--- src/include/elink_macros.svh ---
`ifndef ELINK_MACROS_SVH
`define ELINK_MACROS_SVH

// ##################################################
// packet and register file geometry
// ##################################################
`define ELINK_PW             104     // mesh packet width
`define ELINK_RFAW           6       // reg index lives in addr[7:2]

// ##################################################
// config block register map
// ##################################################
`define E_RESET              6'd0    // soft reset, tx in bit 0, rx in bit 1
`define E_CLK                6'd1    // pll clock setting
`define E_CHIPID             6'd2    // chip id

// block select, compared against addr[10:8]
`define ELINK_CFG_BLOCK      3'h2

// ##################################################
// reset values
// ##################################################
`define ELINK_CLK_DEFAULT    16'h573 // all clocks on, lowest speed
`define ELINK_CHIPID_DEFAULT 12'h808

`endif

--- src/hdl/elink_pkg.sv ---
`include "elink_macros.svh"

package elink_pkg;

   // ##################################################
   // plain vectors
   // ##################################################
   typedef logic [`ELINK_PW-1:0] elink_packet_t;  // raw mesh packet
   typedef logic [31:0]          emesh_addr_t;
   typedef logic [31:0]          emesh_data_t;
   typedef logic [11:0]          chipid_t;
   typedef logic [15:0]          clk_config_t;    // pll setting

   // one-hot reg select
   // bit 0 reset, bit 1 clk, bit 2 chipid, zero when not a config write
   typedef logic [2:0]           cfg_sel_t;

   // ##################################################
   // pipeline payloads
   // ##################################################

   // unpacked mesh transaction
   typedef struct packed {
      logic        write;     // 1 = write, 0 = read
      logic [1:0]  datamode;  // access size
      logic [4:0]  ctrlmode;
      emesh_addr_t dstaddr;
      emesh_data_t data;
      emesh_addr_t srcaddr;   // return address for reads
   } emesh_txn_t;

   // decode -> regs
   typedef struct packed {
      emesh_txn_t txn;
      cfg_sel_t   sel;        // which config reg, if any
   } cfg_txn_t;

endpackage

--- src/hdl/ecfg_decode.sv ---
`timescale 1ns/10ps
`include "elink_macros.svh"

// stage 1 of the tx write path
// unpacks the raw packet and flags writes to our own config block
module ecfg_decode #(
   parameter logic [11:0] ID = 12'h000   // link id, matched against addr[31:20]
) (
   input  logic                    clk,
   input  logic                    por_reset,
   input  logic                    in_valid,
   output logic                    in_ready,
   input  elink_pkg::elink_packet_t in_packet,
   output logic                    dec_valid,
   input  logic                    dec_ready,
   output elink_pkg::cfg_txn_t     dec_txn
);

   import elink_pkg::*;

   emesh_txn_t             txn;        // sliced packet
   cfg_sel_t               sel;
   logic [`ELINK_RFAW-1:0] reg_idx;
   logic                   id_match;
   logic                   blk_match;
   logic                   cfg_wr;     // write into our config block
   logic                   rdy_en;     // first edge after reset seen
   logic                   stage_valid;
   cfg_txn_t               stage_q;

   // ##################################################
   // packet unpack
   // ##################################################
   assign txn.write    = in_packet[0];
   assign txn.datamode = in_packet[2:1];
   assign txn.ctrlmode = in_packet[7:3];
   assign txn.dstaddr  = in_packet[39:8];
   assign txn.data     = in_packet[71:40];
   assign txn.srcaddr  = in_packet[103:72];

   // ##################################################
   // address decode
   // ##################################################
   assign reg_idx   = txn.dstaddr[`ELINK_RFAW+1:2];
   assign id_match  = (txn.dstaddr[31:20] == ID);
   assign blk_match = (txn.dstaddr[10:8] == `ELINK_CFG_BLOCK);
   assign cfg_wr    = txn.write & id_match & blk_match;

   // unnamed offsets in the block fall through as traffic
   assign sel[0] = cfg_wr & (reg_idx == `E_RESET);
   assign sel[1] = cfg_wr & (reg_idx == `E_CLK);
   assign sel[2] = cfg_wr & (reg_idx == `E_CHIPID);

   // ##################################################
   // stage register
   // ##################################################

   // stays low through reset, opens one edge after release
   always_ff @(posedge clk or posedge por_reset) begin
      if (por_reset) rdy_en <= 1'b0;
      else           rdy_en <= 1'b1;
   end

   assign in_ready = rdy_en & (~stage_valid | dec_ready); // empty or draining

   always_ff @(posedge clk or posedge por_reset) begin
      if (por_reset) begin
         stage_valid <= 1'b0;
      end else if (in_ready) begin
         stage_valid <= in_valid;   // refill or go empty
      end
   end

   always_ff @(posedge clk) begin
      if (in_valid && in_ready) begin
         stage_q <= '{txn: txn, sel: sel};
      end
   end

   assign dec_valid = stage_valid;
   assign dec_txn   = stage_q;

   // at most one config reg targeted per item
   a_sel_onehot: assert property (@(posedge clk) disable iff (por_reset)
      dec_valid |-> $onehot0(dec_txn.sel));

endmodule

--- src/hdl/ecfg_regs.sv ---
`timescale 1ns/10ps
`include "elink_macros.svh"

// stage 2 of the tx write path
// soaks up config writes, forwards everything else in order
module ecfg_regs (
   input  logic                   clk,
   input  logic                   por_reset,
   input  logic                   dec_valid,
   output logic                   dec_ready,
   input  elink_pkg::cfg_txn_t    dec_txn,
   output logic                   fwd_valid,
   input  logic                   fwd_ready,
   output elink_pkg::emesh_txn_t  fwd_txn,
   output logic                   etx_soft_reset,  // tx soft reset level
   output logic                   erx_soft_reset,  // rx soft reset level
   output elink_pkg::clk_config_t clk_config,      // to pll
   output elink_pkg::chipid_t     chipid
);

   import elink_pkg::*;

   logic        is_cfg;       // item targets a config reg
   logic        fwd_free;     // forward slot empty or leaving
   logic        dec_accept;
   logic        cfg_wr;
   logic        fwd_load;
   logic        fwd_vld;
   emesh_txn_t  fwd_q;
   logic [1:0]  reset_reg;    // {rx, tx}
   clk_config_t clk_reg;
   chipid_t     chipid_reg;

   // ##################################################
   // handshake
   // ##################################################
   assign is_cfg   = |dec_txn.sel;
   assign fwd_free = ~fwd_vld | fwd_ready;

   // config writes never need the forward slot
   assign dec_ready  = is_cfg | fwd_free;
   assign dec_accept = dec_valid & dec_ready;
   assign cfg_wr     = dec_accept & is_cfg;
   assign fwd_load   = dec_accept & ~is_cfg;

   // ##################################################
   // forward register
   // ##################################################
   always_ff @(posedge clk or posedge por_reset) begin
      if (por_reset) begin
         fwd_vld <= 1'b0;
      end else if (fwd_free) begin
         fwd_vld <= fwd_load;        // empties when a cfg write goes by
      end
   end

   always_ff @(posedge clk) begin
      if (fwd_load) begin
         fwd_q <= dec_txn.txn;
      end
   end

   assign fwd_valid = fwd_vld;
   assign fwd_txn   = fwd_q;

   // ##################################################
   // soft reset
   // ##################################################
   always_ff @(posedge clk or posedge por_reset) begin
      if (por_reset) begin
         reset_reg <= 2'b00;
      end else if (cfg_wr && dec_txn.sel[0]) begin
         reset_reg <= dec_txn.txn.data[1:0];
      end
   end

   assign etx_soft_reset = reset_reg[0];
   assign erx_soft_reset = reset_reg[1];

   // ##################################################
   // pll clock setting
   // ##################################################
   always_ff @(posedge clk or posedge por_reset) begin
      if (por_reset) begin
         clk_reg <= `ELINK_CLK_DEFAULT;   // all on, slowest
      end else if (cfg_wr && dec_txn.sel[1]) begin
         clk_reg <= dec_txn.txn.data[15:0];
      end
   end

   assign clk_config = clk_reg;

   // ##################################################
   // chip id
   // ##################################################
   always_ff @(posedge clk or posedge por_reset) begin
      if (por_reset) begin
         chipid_reg <= `ELINK_CHIPID_DEFAULT;
      end else if (cfg_wr && dec_txn.sel[2]) begin
         chipid_reg <= dec_txn.txn.data[11:0];  // full 12 bits kept
      end
   end

   assign chipid = chipid_reg;

   // a consumed config write must not show up downstream
   a_cfg_dropped: assert property (@(posedge clk) disable iff (por_reset)
      cfg_wr |=> !$rose(fwd_valid));

endmodule

--- src/hdl/etx_fifo.sv ---
`timescale 1ns/10ps

// small sync fifo in front of the link transmitter
module etx_fifo #(
   parameter int DEPTH = 4   // power of two
) (
   input  logic                  clk,
   input  logic                  por_reset,
   input  logic                  fwd_valid,
   output logic                  fwd_ready,    // not full
   input  elink_pkg::emesh_txn_t fwd_txn,
   output logic                  out_valid,    // not empty
   input  logic                  out_ready,
   output elink_pkg::emesh_txn_t out_txn
);

   import elink_pkg::*;

   localparam int            AW       = $clog2(DEPTH);
   localparam logic [AW:0]   FULL_CNT = (AW+1)'(DEPTH);

   emesh_txn_t    mem [DEPTH];  // storage, no reset
   logic [AW-1:0] wr_ptr;
   logic [AW-1:0] rd_ptr;
   logic [AW:0]   count;        // one extra bit for full
   logic          wr;
   logic          rd;

   // ##################################################
   // flags
   // ##################################################
   assign fwd_ready = (count != FULL_CNT);
   assign out_valid = (count != '0);
   assign wr        = fwd_valid & fwd_ready;
   assign rd        = out_valid & out_ready;

   // ##################################################
   // pointers and occupancy
   // ##################################################
   always_ff @(posedge clk or posedge por_reset) begin
      if (por_reset) begin
         wr_ptr <= '0;
         rd_ptr <= '0;
         count  <= '0;
      end else begin
         if (wr) wr_ptr <= wr_ptr + 1'b1;   // wraps, depth is 2^n
         if (rd) rd_ptr <= rd_ptr + 1'b1;
         case ({wr, rd})
            2'b10:   count <= count + 1'b1;
            2'b01:   count <= count - 1'b1;
            default: count <= count;        // both or neither
         endcase
      end
   end

   // ##################################################
   // storage
   // ##################################################
   always_ff @(posedge clk) begin
      if (wr) begin
         mem[wr_ptr] <= fwd_txn;
      end
   end

   assign out_txn = mem[rd_ptr];   // head visible the cycle after write

   // full fifo must not advance the write side
   a_no_wr_full: assert property (@(posedge clk) disable iff (por_reset)
      (count == FULL_CNT) |=> (wr_ptr == $past(wr_ptr)));

   // empty fifo must not advance the read side
   a_no_rd_empty: assert property (@(posedge clk) disable iff (por_reset)
      (count == '0) |=> (rd_ptr == $past(rd_ptr)));

endmodule

--- src/hdl/elink_txwr.sv ---
`timescale 1ns/10ps

// tx write path top: decode -> config regs -> tx fifo
module elink_txwr #(
   parameter logic [11:0] ID         = 12'h000,  // this link's id
   parameter int          FIFO_DEPTH = 4
) (
   input  logic                     clk,
   input  logic                     por_reset,
   input  logic                     in_valid,
   output logic                     in_ready,
   input  elink_pkg::elink_packet_t in_packet,
   output logic                     out_valid,
   input  logic                     out_ready,
   output elink_pkg::emesh_txn_t    out_txn,
   output logic                     etx_soft_reset,
   output logic                     erx_soft_reset,
   output elink_pkg::clk_config_t   clk_config,
   output elink_pkg::chipid_t       chipid
);

   import elink_pkg::*;

   logic       dec_valid;   // stage 1 -> stage 2
   logic       dec_ready;
   cfg_txn_t   dec_txn;
   logic       fwd_valid;   // stage 2 -> fifo
   logic       fwd_ready;
   emesh_txn_t fwd_txn;

   // ##################################################
   // pipeline
   // ##################################################
   ecfg_decode #(.ID(ID)) i_decode (
      .clk       (clk),
      .por_reset (por_reset),
      .in_valid  (in_valid),
      .in_ready  (in_ready),
      .in_packet (in_packet),
      .dec_valid (dec_valid),
      .dec_ready (dec_ready),
      .dec_txn   (dec_txn)
   );

   ecfg_regs i_regs (
      .clk            (clk),
      .por_reset      (por_reset),
      .dec_valid      (dec_valid),
      .dec_ready      (dec_ready),
      .dec_txn        (dec_txn),
      .fwd_valid      (fwd_valid),
      .fwd_ready      (fwd_ready),
      .fwd_txn        (fwd_txn),
      .etx_soft_reset (etx_soft_reset),
      .erx_soft_reset (erx_soft_reset),
      .clk_config     (clk_config),
      .chipid         (chipid)
   );

   etx_fifo #(.DEPTH(FIFO_DEPTH)) i_fifo (
      .clk       (clk),
      .por_reset (por_reset),
      .fwd_valid (fwd_valid),
      .fwd_ready (fwd_ready),
      .fwd_txn   (fwd_txn),
      .out_valid (out_valid),
      .out_ready (out_ready),
      .out_txn   (out_txn)
   );

endmodule

--- config.mk ---
export PLATFORM = sky130hd
export DESIGN_NAME = elink_txwr
export DESIGN_NICKNAME = d
export VERILOG_FILES = /design/src/hdl/elink_pkg.sv /design/src/hdl/ecfg_decode.sv /design/src/hdl/ecfg_regs.sv /design/src/hdl/etx_fifo.sv /design/src/hdl/elink_txwr.sv
export VERILOG_INCLUDE_DIRS = /design/src /design/src/include
export SDC_FILE = /design/constraint.sdc
export NUM_CORES = 1
export LEC_CHECK = 0
export ABC_AREA = 1
export BUFFER_PORTS_ARGS = -buffer_cell sky130_fd_sc_hd__buf_2
export CAP_MARGIN = 10
export CORE_ASPECT_RATIO = 0.8
export CORE_MARGIN = 5
export CORE_UTILIZATION = 52
export DETAILED_ROUTE_END_ITERATION = 10
export HOLD_SLACK_MARGIN = 0.08
export PLACE_DENSITY = 0.8
export SYNTH_ARGS = -nofsm -noshare
export SYNTH_HDL_FRONTEND = slang
export SYNTH_SLANG_ARGS = --single-unit
--- constraint.sdc ---
create_clock -name clk -period 5.8 [get_ports clk]
set_clock_uncertainty 0.05 [all_clocks]
set_input_delay 0 -clock clk [delete_from_list [all_inputs] [get_ports clk]]
set_output_delay 0 -clock clk [all_outputs]
set_load 0.02 [all_outputs]
==> impl_metrics.py <==
metrics = {
    "outcome": {
        "status": "complete, no violations",
    },
    "worst_setup_path": {
        "path_max_fanout": 57,
        "cp-startpoint": "i_fifo.rd_ptr[1]",
        "r2r-start": "i_fifo.count[1]",
        "cp-endpoint": "out_txn[15]",
        "end_kind": "output port",
        "rr_endpoint": "i_fifo.mem[0][100]",
        "required_ps": 5750,
        "arrival_ps": 3310,
        "r2r_cells": 5,
        "start_kind": "flop",
        "rrSetupSlack_ps": 2950,
        "setup.worst_path.class": "flop to output port",
    },
    "clock_tree": {
        "clock-root-buffer": "clkbuf_16",
        "cts-buffers-inserted": 57,
        "clock_sinks": 667,
        "clk_pin_slew_worst_paths_ps": 60,
        "cts.path.max_buffers": 3,
        "clk_latency_ps": 600,
        "cts_tree": "built",
        "cts_max_level": 2,
        "cts_resized": 0,
    },
    "floorplanning": {
        "die_area_um2": 49500,
        "die_w_um": 248,
        "die_h_um": 200,
        "initial_utilization": 0.527,
        "rows": 69,
        "ios": 244,
        "fp.coreArea_um2": 44500,
    },
    "synth": {
        "synth_edf_count": 627,
        "yosysWarnings": 0,
        "synthesis.area_um2": 23500,
        "synth_top_flop_cell": "edfxtp_1",
        "syn_inst": 1418,
        "syn-num-nets": 1532,
        "synth_top_family_by_area": "compound AO/OA/AOI/OAI gates",
        "avgSynthCellArea_um2": 16.6,
        "yosysSeqAreaShare": 0.845,
        "synth-seq-cells": 667,
        "yosys.cell_types.count": 24,
        "synth_mux_area_frac": 0.00192,
        "postSynth.asyncResetShare": 0.0600,
        "yosys.area_share.simple": 0.0459,
        "synth-compound-area-share": 0.0788,
        "synth_xor_area_frac": 0.00149,
        "synth_fa_ha_area_frac": 0.00352,
    },
    "grt": {
        "grt_use_total": 0.213,
        "overflow": 0,
        "grt_pass1_wl_um": 80500,
        "grt_antenna_before_repair": 3,
        "grt_max_degree": 140,
        "grt_pass1_vias": 14400,
    },
    "timing": {
        "period_share": 0.579,
        "setup-violations-final": 0,
        "finalMaxSlewViolations": 0,
        "finalHoldViolations": 0,
        "worst_pin_slew_ps": 1120,
        "holdWs_ps": 104,
        "rsz0062_at_grt": "false",
        "fin_crit_ps": 3360,
        "max_freq_mhz": 298,
        "tns_ps": 0,
        "slew_headroom": 0.251,
    },
    "detailed_routing": {
        "drtIter0Drc": 1063,
        "via_per_inst": 5.51,
        "drc": 0,
        "postRouteAntennaNets": 0,
        "wl_per_cell_um": 21.2,
        "route.vias.total": 13900,
        "drt-total-wl_um": 53400,
        "first_pass_iters": 5,
    },
    "power": {
        "p_leak_nw": 10.2,
        "vdd_drop_max_mv": 0.341,
        "total_power_mw": 13.1,
        "p_clk_frac": 0.294,
        "p_int_mw": 8.73,
        "swShare": 0.332,
        "switchingPower_mw": 4.35,
        "p_comb_frac": 0.272,
        "power_density_nw_per_um2": 449,
        "seqPwrFrac": 0.434,
    },
    "placement": {
        "io_buffers": 243,
        "hpwl_um": 26800,
        "gp_congestion": 0.757,
    },
    "finish": {
        "synthToLayoutAreaGrowth_pct": 24.2,
        "drive_above_1_share": 0.193,
        "multi_input_area_um2": 3130,
        "fill_cells": 2927,
        "regArea_um2": 19800,
        "largest_register_ffs": 416,
        "final_nets": 1981,
        "mostFrequentLayoutCells": "627 x edfxtp_1, 243 x buf_2, 229 x nor2_1",
        "top_register": "i_fifo.mem",
        "final_common_cell": "edfxtp_1",
    },
    "job": {
        "maxCapViolCount": 0,
    },
    "min_path": {
        "hp-class": "input pin to flop",
    },
}
==> worst max-delay path, cell delays in order (launching register included) <==
cell	delay, ps
dfrtp_4	670
clkinv_2	600
buf_4	630
o21ai_1	150
o22ai_1	300
buf_2	240
==> repair_timing <==
action,4_1_cts,5_1_grt
hold buffers,200,2
setup buffers,0,0
hold endpoints to repair,153,2
==> logic make-up (layout without fill, tap and decap cells) <==
family,count (synthesis),after routing
AOI/OAI and AO/OA,343,343
muxes,4,4
xor gates and xnor gates,4,4
DFF,667,667
buffers and inverters,109,606
adders and majority gates,6,6
and+or+nand+nor,284,284
other,1,3
==> synthesized netlist by cell type (all sizes together), types with 2 or more instances <==
master | number | area share
edfxtp | 627 | 0.80
nand2 | 42 | 0.0067
dfstp | 9 | 0.010
clkbuf | 40 | 0.0064
ha | 5 | 0.0027
o22ai | 104 | 0.028
nor2 | 234 | 0.037
mux2 | 4 | 0.0019
nand4 | 2 | 0.00053
a21oi | 2 | 0.00043
nand3 | 6 | 0.0013
xor2 | 3 | 0.0011
o21ai | 236 | 0.050
buf | 32 | 0.011
dfrtp | 31 | 0.033
inv | 37 | 0.0059
==> area by class of cell <==
class	instances	share of cell area
Sequential cell	667	0.681
Timing Repair Buffer	462	0.116
Inverter	37	0.00506
Clock inverter	41	0.0134
Antenna cell	2	0.000172
Clock buffer	66	0.0515
Tap cell	603	0.0259
Multi-Input combinational cell	642	0.107
==> metrics by stage <==
| stage | cell area [um2] | cells | util | worst slack [ps] |
|---|---|---|---|---|
| 2_1_floorplan | 23500 | 1418 | - | 113 |
| 3_3_place_gp | 25200 | 2209 | 0.567 | 2940 |
| 3_5_place_dp | 25200 | 2209 | 0.567 | 2930 |
| 4_1_cts | 29100 | 2516 | 0.654 | 2390 |
| 5_1_grt | 29200 | 2520 | 0.655 | 2250 |
| 6_report | 29200 | 2520 | 0.655 | 2440 |
==> routing by layer <==
layer  track usage  vias to the layer above  routed length [um]
met5             0                        -                  10
li1              -                     6216                   -
met4        0.0744                        2                1610
met1         0.271                     6995               21100
met2         0.372                      559               27200
met3        0.0437                      115                3480
==> power groups by stage <==
stage,Clock (mW),Sequential [mW],Combinational [mW]
CTS,3.88,5.68,3.55
global route,4.12,5.70,3.84
detailed placement,0,5.78,3.43
global placement,0,5.76,3.35
finish,3.84,5.68,3.56
floorplan,0,5.78,2.25
==> worst min path at each step <==
stage | from | slack [ps] | end | depth (start not counted)
global route | in_packet[29] | 80 | i_decode.dec_txn[88] | 2
global placement | por_reset | 100 | i_regs.reset_reg[1] | 3
finish | in_packet[29] | 100 | i_decode.dec_txn[88] | 2
floorplan | in_packet[4] | 50 | i_decode.dec_txn[100] | 0
CTS | in_packet[77] | 80 | i_decode.dec_txn[8] | 2
detailed placement | por_reset | 110 | i_regs.reset_reg[1] | 3
Note: power is estimated with default switching activity, not from simulation.
